$ cat config.mk
export PLATFORM = sky130hd
export DESIGN_NAME = execute
export DESIGN_NICKNAME = d
export VERILOG_FILES = /design/src/common/exec_pkg.sv /design/src/execute/execute.sv /design/src/execute/writeback_reg.sv /design/src/execute/lsu_request.sv /design/src/execute/branch_unit.sv /design/src/execute/exec_alu.sv
export SDC_FILE = /design/constraint.sdc
export NUM_CORES = 1
export LEC_CHECK = 0
export BUFFER_PORTS_ARGS = -buffer_cell sky130_fd_sc_hd__buf_4
export CAP_MARGIN = 5
export CELL_PAD_IN_SITES_DETAIL_PLACEMENT = 2
export CELL_PAD_IN_SITES_GLOBAL_PLACEMENT = 2
export CORE_MARGIN = 4
export CORE_UTILIZATION = 32
export CTS_BUF_LIST = sky130_fd_sc_hd__clkbuf_16
export CTS_CLUSTER_DIAMETER = 150
export DETAILED_ROUTE_END_ITERATION = 10
export GPL_ROUTABILITY_DRIVEN = 0
export PLACE_DENSITY = 0.91
export SLEW_MARGIN = 10
export SYNTH_ARGS = -nofsm -noshare
export SYNTH_HDL_FRONTEND = slang
export SYNTH_HIERARCHICAL = 1
export SYNTH_SLANG_ARGS = --single-unit
$ cat constraint.sdc
create_clock -name clk -period 5.7 [get_ports clk]
set_clock_uncertainty 0.05 [all_clocks]
set_input_delay 0.285 -clock clk [delete_from_list [all_inputs] [get_ports clk]]
set_output_delay 0.285 -clock clk [all_outputs]
set_load 0.1 [all_outputs]
$ cat src/common/exec_pkg.sv
// Shared definitions for the RV32I execute stage
// Decoded operation enum and width constants

package exec_pkg;

    //////////////////////////////
    // Widths
    //////////////////////////////

    // Data and address width
    localparam int XLEN    = 32;
    // Flow tag width
    localparam int TAG_W   = 3;
    // Shift amount bits taken from operand two
    localparam int SHAMT_W = 5;
    // Byte strobes per word
    localparam int STRB_W  = XLEN / 8;

    // Link increment for JAL and JALR
    localparam logic [XLEN-1:0] LINK_OFFSET = 32'd4;

    //////////////////////////////
    // Decoded operation
    //////////////////////////////

    typedef enum logic [5:0] {
        NOP  = 6'd0,
        ADD  = 6'd1,
        SUB  = 6'd2,
        SLT  = 6'd3,
        SLTU = 6'd4,
        XOR  = 6'd5,
        OR   = 6'd6,
        AND  = 6'd7,
        SLL  = 6'd8,
        SRL  = 6'd9,
        SRA  = 6'd10,
        LUI  = 6'd11,
        JAL  = 6'd12,
        JALR = 6'd13,
        BEQ  = 6'd14,
        BNE  = 6'd15,
        BLT  = 6'd16,
        BLTU = 6'd17,
        BGE  = 6'd18,
        BGEU = 6'd19,
        LB   = 6'd20,
        LBU  = 6'd21,
        LH   = 6'd22,
        LHU  = 6'd23,
        LW   = 6'd24,
        SB   = 6'd25,
        SH   = 6'd26,
        SW   = 6'd27
    } exec_op_e;

endpackage
$ cat src/execute/execute.sv
// Execute stage top level
// ALU, branch/tag unit, load/store request and write-back register

`timescale 1ns/1ns

module execute (
    input  logic                         clk,
    input  logic                         reset_n,
    input  logic                         stall_i,
    input  logic [exec_pkg::XLEN-1:0]    pc_i,
    input  logic [exec_pkg::XLEN-1:0]    first_operand_i,
    input  logic [exec_pkg::XLEN-1:0]    second_operand_i,
    input  logic [exec_pkg::XLEN-1:0]    third_operand_i,
    input  exec_pkg::exec_op_e           instruction_operation_i,
    input  logic [exec_pkg::TAG_W-1:0]   tag_i,

    output logic                         killed_o,
    output logic                         jump_o,
    output logic [exec_pkg::XLEN-1:0]    jump_target_o,

    output logic [exec_pkg::XLEN-1:0]    mem_address_o,
    output logic                         mem_read_enable_o,
    output logic [exec_pkg::STRB_W-1:0]  mem_write_enable_o,
    output logic [exec_pkg::XLEN-1:0]    mem_write_data_o,

    output logic                         write_enable_o,
    output exec_pkg::exec_op_e           instruction_operation_o,
    output logic [exec_pkg::XLEN-1:0]    result_o
);

    logic [exec_pkg::XLEN-1:0] sum;
    logic [exec_pkg::XLEN-1:0] link_sum;
    logic [exec_pkg::XLEN-1:0] alu_result;
    logic                      equal;
    logic                      less_than;
    logic                      less_than_unsigned;

    exec_alu i_exec_alu (
        .pc_i                    (pc_i),
        .first_operand_i         (first_operand_i),
        .second_operand_i        (second_operand_i),
        .third_operand_i         (third_operand_i),
        .instruction_operation_i (instruction_operation_i),
        .sum_o                   (sum),
        .link_sum_o              (link_sum),
        .alu_result_o            (alu_result),
        .equal_o                 (equal),
        .less_than_o             (less_than),
        .less_than_unsigned_o    (less_than_unsigned)
    );

    branch_unit i_branch_unit (
        .clk                     (clk),
        .reset_n                 (reset_n),
        .instruction_operation_i (instruction_operation_i),
        .tag_i                   (tag_i),
        .sum_i                   (sum),
        .link_sum_i              (link_sum),
        .equal_i                 (equal),
        .less_than_i             (less_than),
        .less_than_unsigned_i    (less_than_unsigned),
        .killed_o                (killed_o),
        .jump_o                  (jump_o),
        .jump_target_o           (jump_target_o)
    );

    lsu_request i_lsu_request (
        .instruction_operation_i (instruction_operation_i),
        .sum_i                   (sum),
        .third_operand_i         (third_operand_i),
        .mem_address_o           (mem_address_o),
        .mem_read_enable_o       (mem_read_enable_o),
        .mem_write_enable_o      (mem_write_enable_o),
        .mem_write_data_o        (mem_write_data_o)
    );

    writeback_reg i_writeback_reg (
        .clk                     (clk),
        .reset_n                 (reset_n),
        .stall_i                 (stall_i),
        .instruction_operation_i (instruction_operation_i),
        .alu_result_i            (alu_result),
        .link_sum_i              (link_sum),
        .killed_i                (killed_o),
        .write_enable_o          (write_enable_o),
        .instruction_operation_o (instruction_operation_o),
        .result_o                (result_o)
    );

endmodule

$ cat src/execute/writeback_reg.sv
// Write-back output register of the execute stage
// Result select, write enable, hold under stall

`timescale 1ns/1ns

module writeback_reg (
    input  logic                       clk,
    input  logic                       reset_n,
    input  logic                       stall_i,
    input  exec_pkg::exec_op_e         instruction_operation_i,
    input  logic [exec_pkg::XLEN-1:0]  alu_result_i,
    input  logic [exec_pkg::XLEN-1:0]  link_sum_i,
    input  logic                       killed_i,
    output logic                       write_enable_o,
    output exec_pkg::exec_op_e         instruction_operation_o,
    output logic [exec_pkg::XLEN-1:0]  result_o
);

    logic [exec_pkg::XLEN-1:0] result;
    logic                      write_enable;

    // Link value and SUB both come from the second adder
    assign result = (instruction_operation_i inside
                     {exec_pkg::JAL, exec_pkg::JALR, exec_pkg::SUB}) ? link_sum_i
                                                                     : alu_result_i;

    always_comb begin
        case (instruction_operation_i)
            exec_pkg::SB, exec_pkg::SH, exec_pkg::SW,
            exec_pkg::BEQ, exec_pkg::BNE,
            exec_pkg::BLT, exec_pkg::BLTU,
            exec_pkg::BGE, exec_pkg::BGEU: write_enable = 1'b0;
            default:                       write_enable = ~killed_i;
        endcase
    end

    //////////////////////////////
    // Output registers
    //////////////////////////////

    always_ff @(posedge clk or negedge reset_n) begin
        if (!reset_n) begin
            write_enable_o          <= 1'b0;
            instruction_operation_o <= exec_pkg::NOP;
            result_o                <= '0;
        end else if (!stall_i) begin
            write_enable_o          <= write_enable;
            instruction_operation_o <= instruction_operation_i;
            result_o                <= result;
        end
    end

    a_stall_hold: assert property (@(posedge clk) disable iff (!reset_n)
        stall_i |=> $stable(write_enable_o) && $stable(instruction_operation_o) &&
                    $stable(result_o));

endmodule

$ cat src/execute/lsu_request.sv
// Load and store request generation
// Aligned address, read enable, byte strobes, store data

`timescale 1ns/1ns

module lsu_request (
    input  exec_pkg::exec_op_e           instruction_operation_i,
    input  logic [exec_pkg::XLEN-1:0]    sum_i,
    input  logic [exec_pkg::XLEN-1:0]    third_operand_i,
    output logic [exec_pkg::XLEN-1:0]    mem_address_o,
    output logic                         mem_read_enable_o,
    output logic [exec_pkg::STRB_W-1:0]  mem_write_enable_o,
    output logic [exec_pkg::XLEN-1:0]    mem_write_data_o
);

    // Word aligned, byte lanes chosen by the strobes
    assign mem_address_o = {sum_i[exec_pkg::XLEN-1:2], 2'b00};

    assign mem_read_enable_o = instruction_operation_i inside
        {exec_pkg::LB, exec_pkg::LBU, exec_pkg::LH, exec_pkg::LHU, exec_pkg::LW};

    always_comb begin
        case (instruction_operation_i)
            exec_pkg::SB: mem_write_data_o = {exec_pkg::STRB_W{third_operand_i[7:0]}};
            exec_pkg::SH: mem_write_data_o = {(exec_pkg::STRB_W/2){third_operand_i[15:0]}};
            default:      mem_write_data_o = third_operand_i;
        endcase
    end

    always_comb begin
        case (instruction_operation_i)
            exec_pkg::SB: mem_write_enable_o = exec_pkg::STRB_W'(1) << sum_i[1:0];
            exec_pkg::SH: mem_write_enable_o = sum_i[1] ? 4'b1100 : 4'b0011;
            exec_pkg::SW: mem_write_enable_o = '1;
            default:      mem_write_enable_o = '0;
        endcase
    end

endmodule

$ cat src/execute/branch_unit.sv
// Branch decision, jump target and flow tag
// Kills instructions whose tag is stale

`timescale 1ns/1ns

module branch_unit (
    input  logic                        clk,
    input  logic                        reset_n,
    input  exec_pkg::exec_op_e          instruction_operation_i,
    input  logic [exec_pkg::TAG_W-1:0]  tag_i,
    input  logic [exec_pkg::XLEN-1:0]   sum_i,
    input  logic [exec_pkg::XLEN-1:0]   link_sum_i,
    input  logic                        equal_i,
    input  logic                        less_than_i,
    input  logic                        less_than_unsigned_i,
    output logic                        killed_o,
    output logic                        jump_o,
    output logic [exec_pkg::XLEN-1:0]   jump_target_o
);

    logic [exec_pkg::TAG_W-1:0] curr_tag;
    logic                       jump;

    assign killed_o = (tag_i != curr_tag);

    //////////////////////////////
    // Jump decision
    //////////////////////////////

    always_comb begin
        case (instruction_operation_i)
            exec_pkg::BEQ:  jump = equal_i;
            exec_pkg::BNE:  jump = ~equal_i;
            exec_pkg::BLT:  jump = less_than_i;
            exec_pkg::BLTU: jump = less_than_unsigned_i;
            exec_pkg::BGE:  jump = ~less_than_i;
            exec_pkg::BGEU: jump = ~less_than_unsigned_i;
            exec_pkg::JAL,
            exec_pkg::JALR: jump = 1'b1;
            default:        jump = 1'b0;
        endcase
    end

    assign jump_o = jump & ~killed_o;

    // Branch targets come from the pc + offset adder
    always_comb begin
        case (instruction_operation_i)
            exec_pkg::JALR: jump_target_o = {sum_i[exec_pkg::XLEN-1:1], 1'b0};
            exec_pkg::JAL:  jump_target_o = sum_i;
            default:        jump_target_o = link_sum_i;
        endcase
    end

    // New flow on every taken jump, wraps modulo 8
    always_ff @(posedge clk or negedge reset_n) begin
        if (!reset_n) begin
            curr_tag <= '0;
        end else if (jump_o) begin
            curr_tag <= curr_tag + 1'b1;
        end
    end

    // The same tag is stale right after a jump
    a_tag_advance: assert property (@(posedge clk) disable iff (!reset_n)
        jump_o |=> curr_tag == $past(tag_i) + 1'b1);

endmodule

$ cat src/execute/exec_alu.sv
// Integer ALU of the execute stage
// Operand adder, link/sub adder, logic, shifts and compares

`timescale 1ns/1ns

module exec_alu (
    input  logic [exec_pkg::XLEN-1:0]  pc_i,
    input  logic [exec_pkg::XLEN-1:0]  first_operand_i,
    input  logic [exec_pkg::XLEN-1:0]  second_operand_i,
    input  logic [exec_pkg::XLEN-1:0]  third_operand_i,
    input  exec_pkg::exec_op_e         instruction_operation_i,
    output logic [exec_pkg::XLEN-1:0]  sum_o,
    output logic [exec_pkg::XLEN-1:0]  link_sum_o,
    output logic [exec_pkg::XLEN-1:0]  alu_result_o,
    output logic                       equal_o,
    output logic                       less_than_o,
    output logic                       less_than_unsigned_o
);

    logic [exec_pkg::SHAMT_W-1:0] shamt;
    logic [exec_pkg::XLEN-1:0]    sum2_op_a;
    logic [exec_pkg::XLEN-1:0]    sum2_op_b;
    logic [exec_pkg::XLEN-1:0]    sll_result;
    logic [exec_pkg::XLEN-1:0]    srl_result;
    logic [exec_pkg::XLEN-1:0]    sra_result;

    assign shamt = second_operand_i[exec_pkg::SHAMT_W-1:0];

    //////////////////////////////
    // Adders
    //////////////////////////////

    assign sum_o = first_operand_i + second_operand_i;

    // SUB reuses the link adder, branches get pc + offset
    always_comb begin
        sum2_op_a = pc_i;
        sum2_op_b = third_operand_i;
        if (instruction_operation_i == exec_pkg::SUB) begin
            sum2_op_a = first_operand_i;
            sum2_op_b = -second_operand_i;
        end else if (instruction_operation_i inside {exec_pkg::JAL, exec_pkg::JALR}) begin
            sum2_op_b = exec_pkg::LINK_OFFSET;
        end
    end

    assign link_sum_o = sum2_op_a + sum2_op_b;

    //////////////////////////////
    // Shifts and compares
    //////////////////////////////

    assign sll_result = first_operand_i << shamt;
    assign srl_result = first_operand_i >> shamt;
    assign sra_result = $signed(first_operand_i) >>> shamt;

    assign equal_o              = (first_operand_i == second_operand_i);
    assign less_than_o          = ($signed(first_operand_i) < $signed(second_operand_i));
    assign less_than_unsigned_o = (first_operand_i < second_operand_i);

    // Result mux
    always_comb begin
        case (instruction_operation_i)
            exec_pkg::SLT:  alu_result_o = {{(exec_pkg::XLEN-1){1'b0}}, less_than_o};
            exec_pkg::SLTU: alu_result_o = {{(exec_pkg::XLEN-1){1'b0}}, less_than_unsigned_o};
            exec_pkg::LUI:  alu_result_o = second_operand_i;
            exec_pkg::XOR:  alu_result_o = first_operand_i ^ second_operand_i;
            exec_pkg::OR:   alu_result_o = first_operand_i | second_operand_i;
            exec_pkg::AND:  alu_result_o = first_operand_i & second_operand_i;
            exec_pkg::SLL:  alu_result_o = sll_result;
            exec_pkg::SRL:  alu_result_o = srl_result;
            exec_pkg::SRA:  alu_result_o = sra_result;
            default:        alu_result_o = sum_o;
        endcase
    end

endmodule

-- After elaboration in Yosys (flattened, before gate mapping)
Index checks and enable logic that the tools add are counted.
- register bits: 42
- logic and storage cells: 66
- bits of input ports: 140
- output and inout bits: 142
- order comparisons: 2
- muxes and demuxes: 11
- $add $sub $neg: 4
- equality and inequality tests: 28
- reduce and logical (&&, ||, !) cells: 5
- shifts and indexed selects: 4
- bitwise gates (word level): 8
- operators with widths (cell ; number):
    case mux 32 bit (9 select lines) ; 1
    2-to-1 mux 32 bit ; 4
    case mux 32 bit (2 select lines) ; 2
    equality test 6 x 5 -> 1 bit (second input constant) ; 12
    adder 32 bit ; 2
    < comparator 32 bit ; 2
    equality test 6 x 4 -> 1 bit (second input constant) ; 8
    AND 32 bit ; 1
    equality test 32 bit ; 1
    negator 32 bit ; 1
    bitwise OR 32 bit ; 1
    left shift 32 x 5 -> 32 bit ; 1
    >> shifter 32 x 5 -> 32 bit ; 1
    >>> shifter 32 x 5 -> 32 bit ; 1
    bitwise XOR 32 bit ; 1
    equality test 6 x 3 -> 1 bit (second input constant) ; 4
    equality test 6 x 2 -> 1 bit (second input constant) ; 2
    case mux 4 bit (3 select lines) ; 1
    OR reduction 9 bit ; 1
    case mux 1 bit (7 select lines) ; 1
    nonzero test 5 bit ; 1
    2-to-1 mux 4 bit ; 1
    NOT 1 bit ; 4
    left shift 1 x 2 -> 4 bit (first input constant) ; 1
    other kinds (7) ; 7

-- Longest topological paths before layout
- word-level depth: 6
- depth in mapped cells: 24
- gate-level depth less buffers: 20

-- Modules after synthesis
The synthesis kept the hierarchy.
- by module, submodules not included (module ; sequential area each (um^2) ; instances ; cells each ; area each (um^2)):
    exec_alu ; 0.0 ; 1 ; 1529 ; 10173.5
    writeback_reg ; 975.9 ; 1 ; 288 ; 2513.7
    lsu_request ; 0.0 ; 1 ; 123 ; 922.1
    branch_unit ; 75.1 ; 1 ; 66 ; 703.2

-- Worst setup path before layout
OpenSTA, ideal clock, no wires.
- path kind: in2out
- start: input port second_operand_i[1] (netlist name)
- end: output port jump_target_o[31] (netlist name)
- slack: 106 ps
- buffers on the path: 3
- stages: 21
- arrival time: 5259 ps
- required time: 5365 ps
- path through: buf_6 > inv_2 > buf_1 > buf_1 > ha_1 > nand3_1 > or4_1 > nor3_1 > nand3_1 > a32o_1 > ha_1 > a2111oi_0 > o21ai_0 > o21ai_0 > nand2_1 > a21oi_1 > a31oi_1 > a211o_1 > a21oi_1 > xnor2_1 > mux2_1
- longest elaborated chain between the ends: 4
- elaborated cells on any way between the ends: 5
- classes of those cells: add/sub (3); mux (2)
- ends and longest elaborated chain (item ; RTL line ; RTL):
    from (decl) ; execute.sv:12 ; input logic [exec_pkg::XLEN-1:0] second_operand_i,
    negator 32 bit ; exec_alu.sv:41 ; sum2_op_b = -second_operand_i;
    2-to-1 mux 32 bit ; exec_alu.sv:39 ; if (instruction_operation_i == exec_pkg::SUB) begin
    adder 32 bit ; exec_alu.sv:47 ; assign link_sum_o = sum2_op_a + sum2_op_b;
    net link_sum, one bit ; execute.sv:32 ; logic [exec_pkg::XLEN-1:0] link_sum;
    case mux 32 bit (2 select lines) ; branch_unit.sv:48 ; case (instruction_operation_i)
    to (decl) ; execute.sv:19 ; output logic [exec_pkg::XLEN-1:0] jump_target_o,
The timed path passes the listed nets, and every way through them passes these cells.

-- Worst setup path after layout
- start: input port second_operand_i[1] (netlist name)
- end: output port jump_target_o[28] (netlist name)
The elaborated chain is that of the path after synthesis.

==> results.tsv <==
metric	value	unit
ios	282	
cts_max_level	2	
p_int	1.404	mW
cellLeakagePower	7.342	nW
setup_slack	0.2764	ns
synth-seq-area-share	7.343	%
hold_viol_final	0	
cp-end-kind	output pin	
tns	0	ns
slew_viol_final	0	
cp-start-kind	input pin	
clk_pin_slew	0.07	ns
rsz0062_at_grt	no	
rows	77	
numClockSinks	42	
synth_async_sr_flop_share	100.0	%
die_x	219.5	um
drt_iter0_drc	2089	
synth-main-ff-cell	dfrtp_1	
setup_violations	0	
cts_made_buffers	5	
routed_via_density	6.602	
wl	86.20	mm
p_per_area	250.3	mW/mm^2
cts_tree	done	
crit_type	in -> out	
maxCapViolations	0	
dp_hpwl	69.63	mm
tightest_slew	1.281	ns
syn_inst	2006	
die_height	219.5	um
relSlewSlack	14.61	%
portBuffers	279	
nets	2416	
dr.pass1.iters	6	
clk_path_buf_depth	2	
power_frac_seq	10.0	%
place_ws	0.05996	ns
cp_max_fo	16	
vias	18075	
ir_worst_vdd	172.4	uV
switching_share	66.46	%
clkPwrFrac	8.0	%
start_util	32.37	%
core_area	0.04422	mm^2
grt_pass1_vias	18967	
synth.cell_area	0.01431	mm^2
grt_max_degree	106	
min_path_cells	4	
cts_root_buf	clkbuf_16	
ys_types	101	
detail-route-antenna-nets	0	
drcViolationCount	0	
syn_to_final_growth	16.83	%
fmax	184.4	MHz
switching_power	2.782	mW
final_common_cell	buf_4	
reg2reg_depth	6	
wl_per_cell	31.48	um
status	finished, final reports clean	
critPathArrivalTime	5.09	ns
grt_pass1_wl	124.9	mm
hold_path_class	in -> reg	
min_period	5.424	ns
yosysWarnings	6	
dieArea	0.04817	mm^2
final_cell_mix	320 x buf_4, 230 x o21ai_0, 196 x nand2_1, 146 x nor2_1, 130 x ha_1	
timing.final.crit_share	95.15	%
clock_latency	0.30	ns
drive_gt1_share	20.15	%
critPathRequiredTime	5.37	ns
grt_usage	34.02	%
synth_area_per_cell	7.135	um^2
grt-ovfl-total	0	
synth_edf_count	0	
comb_power_share	82.0	%
ys_seq_elements	42	
antenna_found_initial	8	
[flip-flops by register name, summed over array words and instances (netlist names)]
name and flops:
i_writeback_reg/write_enable_o 1, i_writeback_reg/result_o 32, i_writeback_reg/instruction_operation_o 6, i_branch_unit/curr_tag 3
[cell families (layout without fill, tap and decap cells)]
group	after synthesis	in the layout	synth area share, %
simple gates	669	669	23.94
compound gates	636	636	28.25
buf+inv	286	423	9.214
mux	150	150	14.03
fa+ha+maj	132	132	11.64
xor+xnor	90	90	5.560
flops	42	42	7.343
other cells	1	4	0.02620
[power groups by stage]
| stage | combinational, mW | clock [mW] | sequential [mW] |
|---|---|---|---|
| 2_1_floorplan | 2.00 | 0 | 0.839 |
| 3_3_place_gp | 3.24 | 0 | 0.412 |
| 3_5_place_dp | 3.35 | 0 | 0.423 |
| 4_1_cts | 3.37 | 0.340 | 0.418 |
| 5_1_grt | 3.53 | 0.348 | 0.424 |
| 6_report | 3.43 | 0.335 | 0.419 |
[cell type report]
type / count / area, um^2
Clock buffer: 5 / 125.1
Tap cell: 592 / 740.7
Clock inverter: 2 / 33.78
Sequential cell: 42 / 1051
Inverter: 95 / 356.6
Timing Repair Buffer: 321 / 2412
Fill cell: 5147 / 27500
Antenna cell: 2 / 5.005
Multi-Input combinational cell: 1679 / 12000
[per-layer routing]
layer	wire length [um]	track usage, %	vias to the layer above
li1	-	-	7583
met1	32880	41.70	9088
met2	39450	56.53	1098
met3	8695	7.143	296
met4	5108	16.94	10
met5	70	0	-
[synth_stat cells, types with 14 or more instances]
master | n | share of area, %
a21o_1 | 24 | 1.3
a211oi_1 | 22 | 1.2
mux4_2 | 31 | 4.9
xor2_1 | 24 | 1.5
o21ai_0 | 230 | 8.0
buf_4 | 45 | 2.4
nand2_1 | 196 | 5.1
clkbuf_1 | 114 | 3.0
o21bai_1 | 14 | 0.73
mux2_2 | 26 | 2.0
mux2_1 | 33 | 2.6
ha_1 | 130 | 11
a21oi_1 | 129 | 4.5
nor4b_1 | 35 | 2.1
xnor2_1 | 65 | 4.0
a22oi_1 | 38 | 2.0
dfrtp_1 | 42 | 7.3
nor3_1 | 18 | 0.63
a221oi_1 | 22 | 1.3
nand2b_1 | 19 | 0.83
nor2b_1 | 49 | 2.1
nor2_1 | 148 | 3.9
inv_1 | 93 | 2.4
o211ai_1 | 15 | 0.79
nand3_1 | 111 | 3.9
mux2i_1 | 51 | 3.6
[final timing paths]
check                                                           start                                         end  slack (ns)
min in group asynchronous                                     reset_n              i_writeback_reg/write_enable_o        0.49
setup reg to reg                            i_branch_unit/curr_tag[0]              i_writeback_reg/write_enable_o        3.91
max in group asynchronous                                     reset_n                i_writeback_reg/result_o[13]        4.65
setup / recovery                                  second_operand_i[1]                           jump_target_o[28]        0.28
hold reg to reg            i_writeback_reg/instruction_operation_o[1]  i_writeback_reg/instruction_operation_o[1]        0.47
hold / removal                             instruction_operation_i[0]              i_writeback_reg/write_enable_o        0.39
[stage by stage]
step	std cells	power [mW]	util (%)	hold WS (ns)	area [um^2]
6_report	2738	4.185	37.81	0.3885	16720
5_1_grt	2736	4.299	37.80	0.4192	16720
4_1_cts	2736	4.124	37.75	0.3966	16690
3_5_place_dp	2728	3.773	37.37	0.2766	16520
3_3_place_gp	2728	3.656	37.37	0.2724	16520
2_1_floorplan	2007	2.835	-	-0.06059	14320
[critical path: stages]
cell and delay, ns:
buf_4 0.18, or4_4 0.63, nor2_8 0.19, nand4_4 0.18, nor3_1 0.30, xnor2_1 0.18, o21ai_0 0.11, ha_1 0.40
and3_1 0.26, and2_1 0.18, a311oi_1 0.35, o311ai_2 0.22, a21oi_1 0.29, o21ai_1 0.13, o31ai_1 0.34, nor2b_1 0.22
xnor2_1 0.10, mux2_1 0.29, buf_4 0.24
[repair_timing]
| action | CTS | global route |
|---|---|---|
| setup buffers | 0 | 0 |
| endpoints found under the setup margin | 0 | 6 |
| endpoints found under the hold margin | 42 | 0 |
| gates resized for setup | 0 | 5 |
| hold buffers | 1 | 0 |
No activity file was read; power rests on OpenSTA's default activity.
